===== src/hdl/bju_pkg.sv =====
//====================
// shared widths and types for the branch and jump unit
// widths are fixed architectural constants, the struct depends on them
// pc is 40 bits, only the low PC_W bits of a register operand form a jump target
//====================

package bju_pkg;

  //====================
  // widths
  //====================
  // register data width
  localparam int XLEN  = 64;
  // instruction address width
  localparam int PC_W  = 40;
  // register index width
  localparam int REG_W = 5;
  // captured immediate, sign-extended inside the unit
  localparam int IMM_W = 21;

  //====================
  // opcodes
  //====================
  typedef enum logic [3:0] {
    OP_BEQ   = 4'h0,
    OP_BNE   = 4'h1,
    OP_BLT   = 4'h2,
    OP_BGE   = 4'h3,
    OP_BLTU  = 4'h4,
    OP_BGEU  = 4'h5,
    OP_JAL   = 4'h6,
    OP_JALR  = 4'h7,
    OP_AUIPC = 4'h8
  } bju_op_e;

  // per-instruction fields carried down the pipe
  typedef struct packed {
    bju_op_e              op;
    logic [PC_W-1:0]      pc;
    logic [IMM_W-1:0]     imm;
    // 1 = 32-bit instruction, 0 = 16-bit
    logic                 inst_len;
    // bht prediction from the front end
    logic                 pred_taken;
    logic [PC_W-1:0]      pred_pc;
    logic [REG_W-1:0]     dst_reg;
  } bju_inst_t;

endpackage


===== src/hdl/bju_cond_if.sv =====
//====================
// condition stage to resolve stage
// taken is already forced for jal, jalr and auipc
//====================

`timescale 1ns/1ps

interface bju_cond_if;

  logic                       vld;
  bju_pkg::bju_inst_t         inst;
  logic                       taken;
  logic [bju_pkg::PC_W-1:0]   target_pc;
  logic [bju_pkg::PC_W-1:0]   inc_pc;

  modport src (
    output vld,
    output inst,
    output taken,
    output target_pc,
    output inc_pc
  );

  modport dst (
    input  vld,
    input  inst,
    input  taken,
    input  target_pc,
    input  inc_pc
  );

endinterface


===== src/hdl/bju_opnd_if.sv =====
//====================
// operand stage to condition stage
// vld is a one-cycle qualifier, no back-pressure
//====================

`timescale 1ns/1ps

interface bju_opnd_if;

  logic                       vld;
  bju_pkg::bju_inst_t         inst;
  // operands after load-data bypass
  logic [bju_pkg::XLEN-1:0]   src0;
  logic [bju_pkg::XLEN-1:0]   src1;

  modport src (
    output vld,
    output inst,
    output src0,
    output src1
  );

  modport dst (
    input  vld,
    input  inst,
    input  src0,
    input  src1
  );

endinterface


===== src/hdl/bju_cond_stage.sv =====
//====================
// branch condition, target and incremented pc
// jalr target takes the low PC_W bits of src0 plus imm, bit 0 cleared
// results are registered together with the instruction
//====================

`timescale 1ns/1ps

module bju_cond_stage (
  input  logic          bju_entry_clk,
  input  logic          cpurst_b,
  input  logic          flush,
  bju_opnd_if.dst       opnd,
  bju_cond_if.src       cond
);

  logic                         src_eq;
  logic                         src_ltu;
  logic                         src_lts;
  logic                         taken;
  logic [bju_pkg::PC_W-1:0]     imm_ext;
  logic [bju_pkg::PC_W-1:0]     pc_rel_target;
  logic [bju_pkg::PC_W-1:0]     jalr_sum;
  logic [bju_pkg::PC_W-1:0]     target_pc;
  logic [bju_pkg::PC_W-1:0]     inc_step;
  logic [bju_pkg::PC_W-1:0]     inc_pc;

  //====================
  // comparator
  //====================
  assign src_eq  = (opnd.src0 == opnd.src1);
  assign src_ltu = (opnd.src0 < opnd.src1);
  assign src_lts = ($signed(opnd.src0) < $signed(opnd.src1));

  always_comb
  begin
    case (opnd.inst.op)
      bju_pkg::OP_BEQ:   taken = src_eq;
      bju_pkg::OP_BNE:   taken = !src_eq;
      bju_pkg::OP_BLT:   taken = src_lts;
      bju_pkg::OP_BGE:   taken = !src_lts;
      bju_pkg::OP_BLTU:  taken = src_ltu;
      bju_pkg::OP_BGEU:  taken = !src_ltu;
      // unconditional jumps always leave the sequential path
      bju_pkg::OP_JAL:   taken = 1'b1;
      bju_pkg::OP_JALR:  taken = 1'b1;
      default:           taken = 1'b0;
    endcase
  end

  //====================
  // adders
  //====================
  assign imm_ext = {{(bju_pkg::PC_W - bju_pkg::IMM_W){opnd.inst.imm[bju_pkg::IMM_W-1]}},
                    opnd.inst.imm};

  // branches, jal and auipc are pc relative
  assign pc_rel_target = opnd.inst.pc + imm_ext;

  // upper src0 bits fall outside the address space
  assign jalr_sum = opnd.src0[bju_pkg::PC_W-1:0] + imm_ext;

  assign target_pc = (opnd.inst.op == bju_pkg::OP_JALR) ? {jalr_sum[bju_pkg::PC_W-1:1], 1'b0}
                                                         : pc_rel_target;

  // plus 4 for 32-bit, plus 2 for compressed
  assign inc_step = opnd.inst.inst_len ? bju_pkg::PC_W'(4) : bju_pkg::PC_W'(2);
  assign inc_pc   = opnd.inst.pc + inc_step;

  //====================
  // condition register
  //====================
  always_ff @(posedge bju_entry_clk or negedge cpurst_b)
  begin
    if (!cpurst_b)
      cond.vld <= 1'b0;
    else
      cond.vld <= opnd.vld && !flush;
  end

  always_ff @(posedge bju_entry_clk)
  begin
    if (opnd.vld)
    begin
      cond.inst      <= opnd.inst;
      cond.taken     <= taken;
      cond.target_pc <= target_pc;
      cond.inc_pc    <= inc_pc;
    end
  end

endmodule


===== src/hdl/bju_operand_stage.sv =====
//====================
// issue register of the unit
// a load result in the issue cycle bypasses onto a matching source
// register x0 never matches, flush drops the issue of that cycle
//====================

`timescale 1ns/1ps

module bju_operand_stage (
  input  logic                          bju_entry_clk,
  input  logic                          cpurst_b,
  input  logic                          issue_vld,
  input  bju_pkg::bju_inst_t            issue_inst,
  input  logic [bju_pkg::XLEN-1:0]      issue_src0,
  input  logic [bju_pkg::XLEN-1:0]      issue_src1,
  input  logic [bju_pkg::REG_W-1:0]     issue_src0_reg,
  input  logic [bju_pkg::REG_W-1:0]     issue_src1_reg,
  input  logic                          fwd_vld,
  input  logic [bju_pkg::REG_W-1:0]     fwd_reg,
  input  logic [bju_pkg::XLEN-1:0]      fwd_data,
  input  logic                          flush,
  bju_opnd_if.src                       opnd
);

  logic                         fwd_nonzero;
  logic                         src0_fwd_hit;
  logic                         src1_fwd_hit;
  logic [bju_pkg::XLEN-1:0]     src0_byp;
  logic [bju_pkg::XLEN-1:0]     src1_byp;

  //====================
  // load data bypass
  //====================
  // x0 is hardwired, a write to it carries nothing
  assign fwd_nonzero  = (fwd_reg != '0);
  assign src0_fwd_hit = fwd_vld && fwd_nonzero && (fwd_reg == issue_src0_reg);
  assign src1_fwd_hit = fwd_vld && fwd_nonzero && (fwd_reg == issue_src1_reg);

  assign src0_byp = src0_fwd_hit ? fwd_data : issue_src0;
  assign src1_byp = src1_fwd_hit ? fwd_data : issue_src1;

  //====================
  // issue register
  //====================
  always_ff @(posedge bju_entry_clk or negedge cpurst_b)
  begin
    if (!cpurst_b)
      opnd.vld <= 1'b0;
    else
      opnd.vld <= issue_vld && !flush;
  end

  // payload, loaded only on a real issue
  always_ff @(posedge bju_entry_clk)
  begin
    if (issue_vld)
    begin
      opnd.inst <= issue_inst;
      opnd.src0 <= src0_byp;
      opnd.src1 <= src1_byp;
    end
  end

endmodule


===== src/hdl/bju_resolve_stage.sv =====
//====================
// checks the outcome against the front end prediction
// every output is registered and valid for one cycle
// flush is the registered redirect and also drops this stage's input
//====================

`timescale 1ns/1ps

module bju_resolve_stage (
  input  logic                          bju_entry_clk,
  input  logic                          cpurst_b,
  bju_cond_if.dst                       cond,
  output logic                          flush,
  output logic                          cmplt_vld,
  output logic [bju_pkg::PC_W-1:0]      cmplt_pc,
  output logic                          redirect_vld,
  output logic [bju_pkg::PC_W-1:0]      redirect_pc,
  output logic                          bht_vld,
  output logic                          bht_taken,
  output logic                          bht_mispred,
  output logic                          wb_vld,
  output logic [bju_pkg::REG_W-1:0]     wb_reg,
  output logic [bju_pkg::XLEN-1:0]      wb_data
);

  logic                         in_vld;
  logic                         is_condbr;
  logic                         is_jump;
  logic                         is_jalr;
  logic                         is_auipc;
  logic                         dst_nonzero;
  logic                         br_mispred;
  logic                         jalr_mispred;
  logic                         redirect_nxt;
  logic [bju_pkg::PC_W-1:0]     redirect_pc_nxt;
  logic                         wb_nxt;
  logic [bju_pkg::PC_W-1:0]     wb_pc;

  // the instruction right behind a redirect is younger, drop it
  assign in_vld = cond.vld && !flush;

  //====================
  // decode
  //====================
  assign is_condbr = (cond.inst.op == bju_pkg::OP_BEQ)  || (cond.inst.op == bju_pkg::OP_BNE)  ||
                     (cond.inst.op == bju_pkg::OP_BLT)  || (cond.inst.op == bju_pkg::OP_BGE)  ||
                     (cond.inst.op == bju_pkg::OP_BLTU) || (cond.inst.op == bju_pkg::OP_BGEU);
  assign is_jalr   = (cond.inst.op == bju_pkg::OP_JALR);
  assign is_jump   = (cond.inst.op == bju_pkg::OP_JAL) || is_jalr;
  assign is_auipc  = (cond.inst.op == bju_pkg::OP_AUIPC);
  assign dst_nonzero = (cond.inst.dst_reg != '0);

  //====================
  // mispredict check
  //====================
  assign br_mispred   = is_condbr && (cond.taken != cond.inst.pred_taken);
  // jal target is known to the front end, never redirects
  assign jalr_mispred = is_jalr && (cond.target_pc != cond.inst.pred_pc);
  assign redirect_nxt = in_vld && (br_mispred || jalr_mispred);

  // taken branch or jalr goes to target, not-taken falls through
  assign redirect_pc_nxt = cond.taken ? cond.target_pc : cond.inc_pc;

  //====================
  // writeback
  //====================
  assign wb_nxt = in_vld && dst_nonzero && (is_jump || is_auipc);
  // link address for jumps, pc plus imm for auipc
  assign wb_pc  = is_auipc ? cond.target_pc : cond.inc_pc;

  //====================
  // output registers
  //====================
  always_ff @(posedge bju_entry_clk or negedge cpurst_b)
  begin
    if (!cpurst_b)
    begin
      cmplt_vld    <= 1'b0;
      redirect_vld <= 1'b0;
      bht_vld      <= 1'b0;
      wb_vld       <= 1'b0;
    end
    else
    begin
      cmplt_vld    <= in_vld;
      redirect_vld <= redirect_nxt;
      bht_vld      <= in_vld && is_condbr;
      wb_vld       <= wb_nxt;
    end
  end

  always_ff @(posedge bju_entry_clk)
  begin
    if (in_vld)
    begin
      cmplt_pc    <= cond.inst.pc;
      redirect_pc <= redirect_pc_nxt;
      bht_taken   <= cond.taken;
      bht_mispred <= br_mispred;
      wb_reg      <= cond.inst.dst_reg;
      wb_data     <= {{(bju_pkg::XLEN - bju_pkg::PC_W){1'b0}}, wb_pc};
    end
  end

  assign flush = redirect_vld;

endmodule


===== src/hdl/bju_top.sv =====
//====================
// branch and jump unit, three stages, one issue per cycle
// results appear three edges after issue, no back-pressure
// a redirect drops the three younger issues still in flight
//====================

`timescale 1ns/1ps

module bju_top (
  input  logic                          bju_entry_clk,
  input  logic                          cpurst_b,
  // issue
  input  logic                          issue_vld,
  input  bju_pkg::bju_op_e              issue_op,
  input  logic [bju_pkg::PC_W-1:0]      issue_pc,
  input  logic [bju_pkg::IMM_W-1:0]     issue_imm,
  input  logic                          issue_inst_len,
  input  logic                          issue_pred_taken,
  input  logic [bju_pkg::PC_W-1:0]      issue_pred_pc,
  input  logic [bju_pkg::REG_W-1:0]     issue_dst_reg,
  input  logic [bju_pkg::XLEN-1:0]      issue_src0,
  input  logic [bju_pkg::XLEN-1:0]      issue_src1,
  input  logic [bju_pkg::REG_W-1:0]     issue_src0_reg,
  input  logic [bju_pkg::REG_W-1:0]     issue_src1_reg,
  // load result forward
  input  logic                          fwd_vld,
  input  logic [bju_pkg::REG_W-1:0]     fwd_reg,
  input  logic [bju_pkg::XLEN-1:0]      fwd_data,
  // results
  output logic                          cmplt_vld,
  output logic [bju_pkg::PC_W-1:0]      cmplt_pc,
  output logic                          redirect_vld,
  output logic [bju_pkg::PC_W-1:0]      redirect_pc,
  output logic                          bht_vld,
  output logic                          bht_taken,
  output logic                          bht_mispred,
  output logic                          wb_vld,
  output logic [bju_pkg::REG_W-1:0]     wb_reg,
  output logic [bju_pkg::XLEN-1:0]      wb_data
);

  bju_pkg::bju_inst_t   issue_inst;
  logic                 flush;

  bju_opnd_if           opnd_if ();
  bju_cond_if           cond_if ();

  // pack the issued fields into the pipeline struct
  always_comb
  begin
    issue_inst.op         = issue_op;
    issue_inst.pc         = issue_pc;
    issue_inst.imm        = issue_imm;
    issue_inst.inst_len   = issue_inst_len;
    issue_inst.pred_taken = issue_pred_taken;
    issue_inst.pred_pc    = issue_pred_pc;
    issue_inst.dst_reg    = issue_dst_reg;
  end

  //====================
  // stages
  //====================
  bju_operand_stage u_operand_stage (
    .bju_entry_clk  (bju_entry_clk),
    .cpurst_b       (cpurst_b),
    .issue_vld      (issue_vld),
    .issue_inst     (issue_inst),
    .issue_src0     (issue_src0),
    .issue_src1     (issue_src1),
    .issue_src0_reg (issue_src0_reg),
    .issue_src1_reg (issue_src1_reg),
    .fwd_vld        (fwd_vld),
    .fwd_reg        (fwd_reg),
    .fwd_data       (fwd_data),
    .flush          (flush),
    .opnd           (opnd_if.src)
  );

  bju_cond_stage u_cond_stage (
    .bju_entry_clk  (bju_entry_clk),
    .cpurst_b       (cpurst_b),
    .flush          (flush),
    .opnd           (opnd_if.dst),
    .cond           (cond_if.src)
  );

  bju_resolve_stage u_resolve_stage (
    .bju_entry_clk  (bju_entry_clk),
    .cpurst_b       (cpurst_b),
    .cond           (cond_if.dst),
    .flush          (flush),
    .cmplt_vld      (cmplt_vld),
    .cmplt_pc       (cmplt_pc),
    .redirect_vld   (redirect_vld),
    .redirect_pc    (redirect_pc),
    .bht_vld        (bht_vld),
    .bht_taken      (bht_taken),
    .bht_mispred    (bht_mispred),
    .wb_vld         (wb_vld),
    .wb_reg         (wb_reg),
    .wb_data        (wb_data)
  );

endmodule


===== config.mk =====
export PLATFORM = sky130hd
export DESIGN_NAME = bju_top
export DESIGN_NICKNAME = d
export VERILOG_FILES = /design/src/hdl/bju_pkg.sv /design/src/hdl/bju_cond_if.sv /design/src/hdl/bju_opnd_if.sv /design/src/hdl/bju_cond_stage.sv /design/src/hdl/bju_operand_stage.sv /design/src/hdl/bju_resolve_stage.sv /design/src/hdl/bju_top.sv
export SDC_FILE = /design/constraint.sdc
export NUM_CORES = 1
export LEC_CHECK = 0
export ABC_AREA = 1
export BUFFER_PORTS_ARGS = -buffer_cell sky130_fd_sc_hd__buf_2
export CORE_ASPECT_RATIO = 1.2
export CORE_UTILIZATION = 43
export CTS_BUF_LIST = sky130_fd_sc_hd__clkbuf_8
export CTS_CLUSTER_SIZE = 24
export DETAILED_ROUTE_END_ITERATION = 12
export SETUP_SLACK_MARGIN = 0.5
export SLEW_MARGIN = 20
export SYNTH_ARGS = -nofsm -noshare
export SYNTH_HDL_FRONTEND = slang
export SYNTH_SLANG_ARGS = --single-unit

===== constraint.sdc =====
create_clock -name bju_entry_clk -period 9.15 [get_ports bju_entry_clk]
set_input_delay 1.3725 -clock bju_entry_clk [delete_from_list [all_inputs] [get_ports bju_entry_clk]]
set_output_delay 1.3725 -clock bju_entry_clk [all_outputs]
set_load 0.02 [all_outputs]

==> impl_summary.txt <==
----------------------------------------------------
[Route]
  Initial DRC Count ... between 1000 and 1500
  Post-route DRC violation count ... 0
  Max layer used ... met5
  Wire length on met2 ... 42400 µm
  Detail Route met3 WL ... 3720 µm
  DRT Wirelength ... between 80000 and 90000 µm
  Routed WL per cell ... about 19 µm
  Count of antenna-violating nets left after detailed routing ... 0
  Drt via density ... 5.07
  Met1 Routed Length ... 33500 µm
  Drt pass-1 iters ... 5
  Overall via count from detail_route ... approximately 22000

[Layout]
  Most flop-heavy register ... u_operand_stage.opnd.inst
  Commonest non-fill, non-tap cells in the layout ... sky130_fd_sc_hd__nand2_1 (652), sky130_fd_sc_hd__edfxtp_1 (537), sky130_fd_sc_hd__buf_2 (452)
  Flip-flop count of the largest register after layout ... 112
  Count of placed standard cells in the final layout, fillers left out ... 4263
  NumNets Final ... between 3000 and 4000
  Cell area after layout ... 0.0329 mm²
  Share of final-layout standard cells stronger than drive strength 1 ... 0.180
  Number of inserted filler cells in the final layout ... between 5000 and 6000
  Biggest regs ... u_operand_stage.opnd.inst: 112 flops, u_cond_stage.cond.inst: 89 flops
  Leading cell type in the layout, fill and taps excluded ... sky130_fd_sc_hd__nand2_1
  Syn-to-layout area delta ... 16.6%

[Setup path]
  Launching element type of the critical path ... flop
  Largest stage delay on the critical path ... 0.97 ns
  Ordered list of cells on the worst path ... nor2_1 > inv_1 > nor2_1 > nand2_2 > inv_2 > o21ai_0 > o21ai_0
  Worst path bufs/invs ... 2
  Crit-path leading delay family ... buffers and inverters
  Required time of the critical path ... about 9.6 ns
  Cell with the largest stage delay on the worst path ... sky130_fd_sc_hd__inv_2
  Data arrival time of the critical path ... 3.63 ns
  Critical Path Fanout Max ... 47
  Worst Setup Path Type ... reg2reg
  Category of the worst setup path capture point ... flop

[Synthesis]
  Seq/Total Area, Yosys ... 0.576
  Mean instance size in the synthesized netlist ... 9.85 µm²
  Cell taking the most area after synthesis ... sky130_fd_sc_hd__edfxtp_1
  Biggest area contributors in the synthesized netlist ... sky130_fd_sc_hd__edfxtp_1 (57%), sky130_fd_sc_hd__nand2_1 (8.7%), sky130_fd_sc_hd__ha_1 (6.3%)
  Synthesized cell area ... 0.0282 mm²
  Flip-flop and latch count after synthesis ... around 540
  Synth Warn # ... 0
  Synthesized netlist cell count ... 2867
  Proportion of netlist area held by the largest area contributor ... 0.571
  Number of distinct standard cells referenced by the synthesized netlist ... 46

[Placed design]
  Post-Place Cell Area ... 0.0313 mm²
  Final weighted congestion in routability-driven placement ... 0.941
  Worst Setup Slack post-DPL ... about 5.5 ns
  Number of port buffers ... 453
  Post-DP HPWL ... ~64000 µm
  Placed cells ... 4107

[STA]
  Post-layout min period ... 3.19 ns
  Post-route worst setup slack ... 5.96 ns
  Setup TNS after final layout ... 0 ns
  Maximum clock frequency ... 0.313 GHz
  Slew at the pin with the worst max-slew slack ... 1.02 ns
  Count of endpoints failing setup in the final report ... 0
  Final-layout worst hold slack ... between 0.4 and 0.5 ns
  Final clock skew ... 0.0320 ns
  RSZ-0062 raised after global routing ... false
  Number of slew-limit violations in the final report ... 0
  Post-route clock period utilization ... 0.349
  Worst slew slack as a fraction of its limit ... 0.321
  Hold violation count in the final report ... 0

[Pwr]
  Switching Power ... 1.98 mW
  Pwr per Cell Area ... around 200 mW/mm²
  Sw Ratio ... 0.308
  Proportion of power drawn by flip-flops and latches ... 0.499
  Clock network fraction of design power ... 0.302
  Cell Int Power ... between 4 and 5 mW
  Leak ... 14.8 nW
  Proportion of power drawn by combinational gates ... 0.199
  Maximum ir drop on the vdd rail ... 0.000111 V

[Run status]
  Result of the run ... finished, final reports clean

[GRT]
  Global-route usage over all layers ... 0.241
  Initial antenna violation count ... 2
  First-pass GRT wire length ... 122000 µm
  Final global-route overflow total ... 0
  Maximum number of pins on one net before global-route repair ... between 150 and 200
  Number of global-route vias before repair ... 22000

[Floorplanning]
  Height of the chip ... ~280 µm
  Core Footprint ... approximately 0.065 mm²
  Die area ... 0.0667 mm²
  Chip Width ... 236 µm
  Initial Util ... 0.437
  Cell Rows ... 102
  Number of I/O pins ... about 480

[Clock tree]
  CTS root buffer ... sky130_fd_sc_hd__clkbuf_8
  Clock buffers created by TritonCTS ... 87
  Post-CTS clock slew at the launch and capture registers of the worst setup and hold paths ... around 0.070 ns
  Resize count post-CTS ... 0
  Clock insertion delay at the later pin of the skew report ... 0.69 ns
  Total number of H-tree levels ... 3
  Deepest clock path buffer count ... 3
  TritonCTS clock tree ... yes
  Post-CTS setup repair buffer count ... 0
  TritonCTS Sinks ... 543
  Hold-fix buffers at CTS ... 0

[Run]
  Total of max-cap violations ... 0

[Hold path]
  Hold crit path type ... reg2reg

----------------------------------------------------
-- synthesized netlist by cell type, drive strengths merged --
master	instances
xnor2	44
o31ai	1
nand2	660
inv	384
buf	58
o2111ai	2
edfxtp	537
nor4	13
o41ai	1
or2	9
a21boi	1
nor3b	1
clkbuf	18
o2bb2ai	1
a21oi	156
conb	1
nor2	204
and2	2
xor2	53
a31oi	4
dfrtp	6
a221oi	1
nand4	37
fa	3
a21o	10
nand3b	8
o21bai	9
mux2i	1
o21a	10
ha	143
nor3	36
o21ai	334
nand3	119
-- final cells by class --
class                           instances  area (µm²)  share of cell area
Tap cell                              832        1040              0.0316
Clock inverter                         66         380              0.0116
Antenna cell                            1        2.50           0.0000760
Inverter                              384        1440              0.0438
Multi-Input combinational cell       1887       10200               0.310
Timing Repair Buffer                  461        2350              0.0714
Clock buffer                           89        1220              0.0372
Sequential cell                       543       16300               0.494
-- worst reg2reg max path, stage by stage, from the launching register on --
cell and delay [ns]:
sky130_fd_sc_hd__edfxtp_1 0.40, sky130_fd_sc_hd__nor2_1 0.16, sky130_fd_sc_hd__inv_1 0.08, sky130_fd_sc_hd__nor2_1 0.11
sky130_fd_sc_hd__nand2_2 0.52, sky130_fd_sc_hd__inv_2 0.99, sky130_fd_sc_hd__o21ai_0 0.26, sky130_fd_sc_hd__o21ai_0 0.44
-- power groups by stage --
stage                     Sequential (mW)  Clock (mW)  Combinational [mW]
final                                3.22        1.95                1.29
after global routing                 3.24        2.10                1.44
after CTS                            3.22        2.01                1.29
after detailed placement             3.27           0                1.28
after global placement               3.26           0                1.27
after floorplan                      3.33           0               0.725
-- worst paths after layout --
| path | slack [ns] | depth (start not counted) | startpoint | end |
|---|---|---|---|---|
| worst max-delay path | 5.96 | 7 | u_operand_stage.opnd.inst[111] | u_cond_stage.cond.target_pc[6] |
| worst min-delay path | 0.41 | 0 | u_operand_stage.opnd.inst[16] | u_cond_stage.cond.inst[16] |
| worst max register to register | 5.96 | 7 | u_operand_stage.opnd.inst[111] | u_cond_stage.cond.target_pc[6] |
| worst min register to register | 0.41 | 0 | u_operand_stage.opnd.inst[16] | u_cond_stage.cond.inst[16] |
| max in group asynchronous | 8.49 | 1 | cpurst_b | u_operand_stage.opnd.vld |
| min in group asynchronous | 0.50 | 1 | cpurst_b | u_resolve_stage.cmplt_vld |
-- per-layer routing --
metal | vias up | GRT usage
li1 | 10735 | -
met1 | 10105 | 0.287
met2 | 653 | 0.445
met3 | 127 | 0.0381
met4 | 2 | 0.0731
met5 | - | 0
-- stage by stage --
step | total power [mW] | utilization
global route | 6.78 | 0.509
CTS | 6.52 | 0.509
floorplan | 4.06 | -
detailed placement | 4.55 | 0.484
finish | 6.45 | 0.509
global placement | 4.53 | 0.484
-- kinds of logic (layout without fill, tap and decap cells) --
| kind of cell | Yosys count | count (layout) | share of synthesized area |
|---|---|---|---|
| buffers and inverters | 460 | 1000 | 0.0668 |
| adders and majority gates | 146 | 146 | 0.0655 |
| and+or+nand+nor | 1089 | 1089 | 0.163 |
| DFF | 543 | 543 | 0.576 |
| xor gates and xnor gates | 97 | 97 | 0.0301 |
| other | 1 | 25 | 0.000133 |
| AOI/OAI and AO/OA | 530 | 530 | 0.0983 |
| muxes | 1 | 1 | 0.000354 |
(Power assumes the default switching activity.)
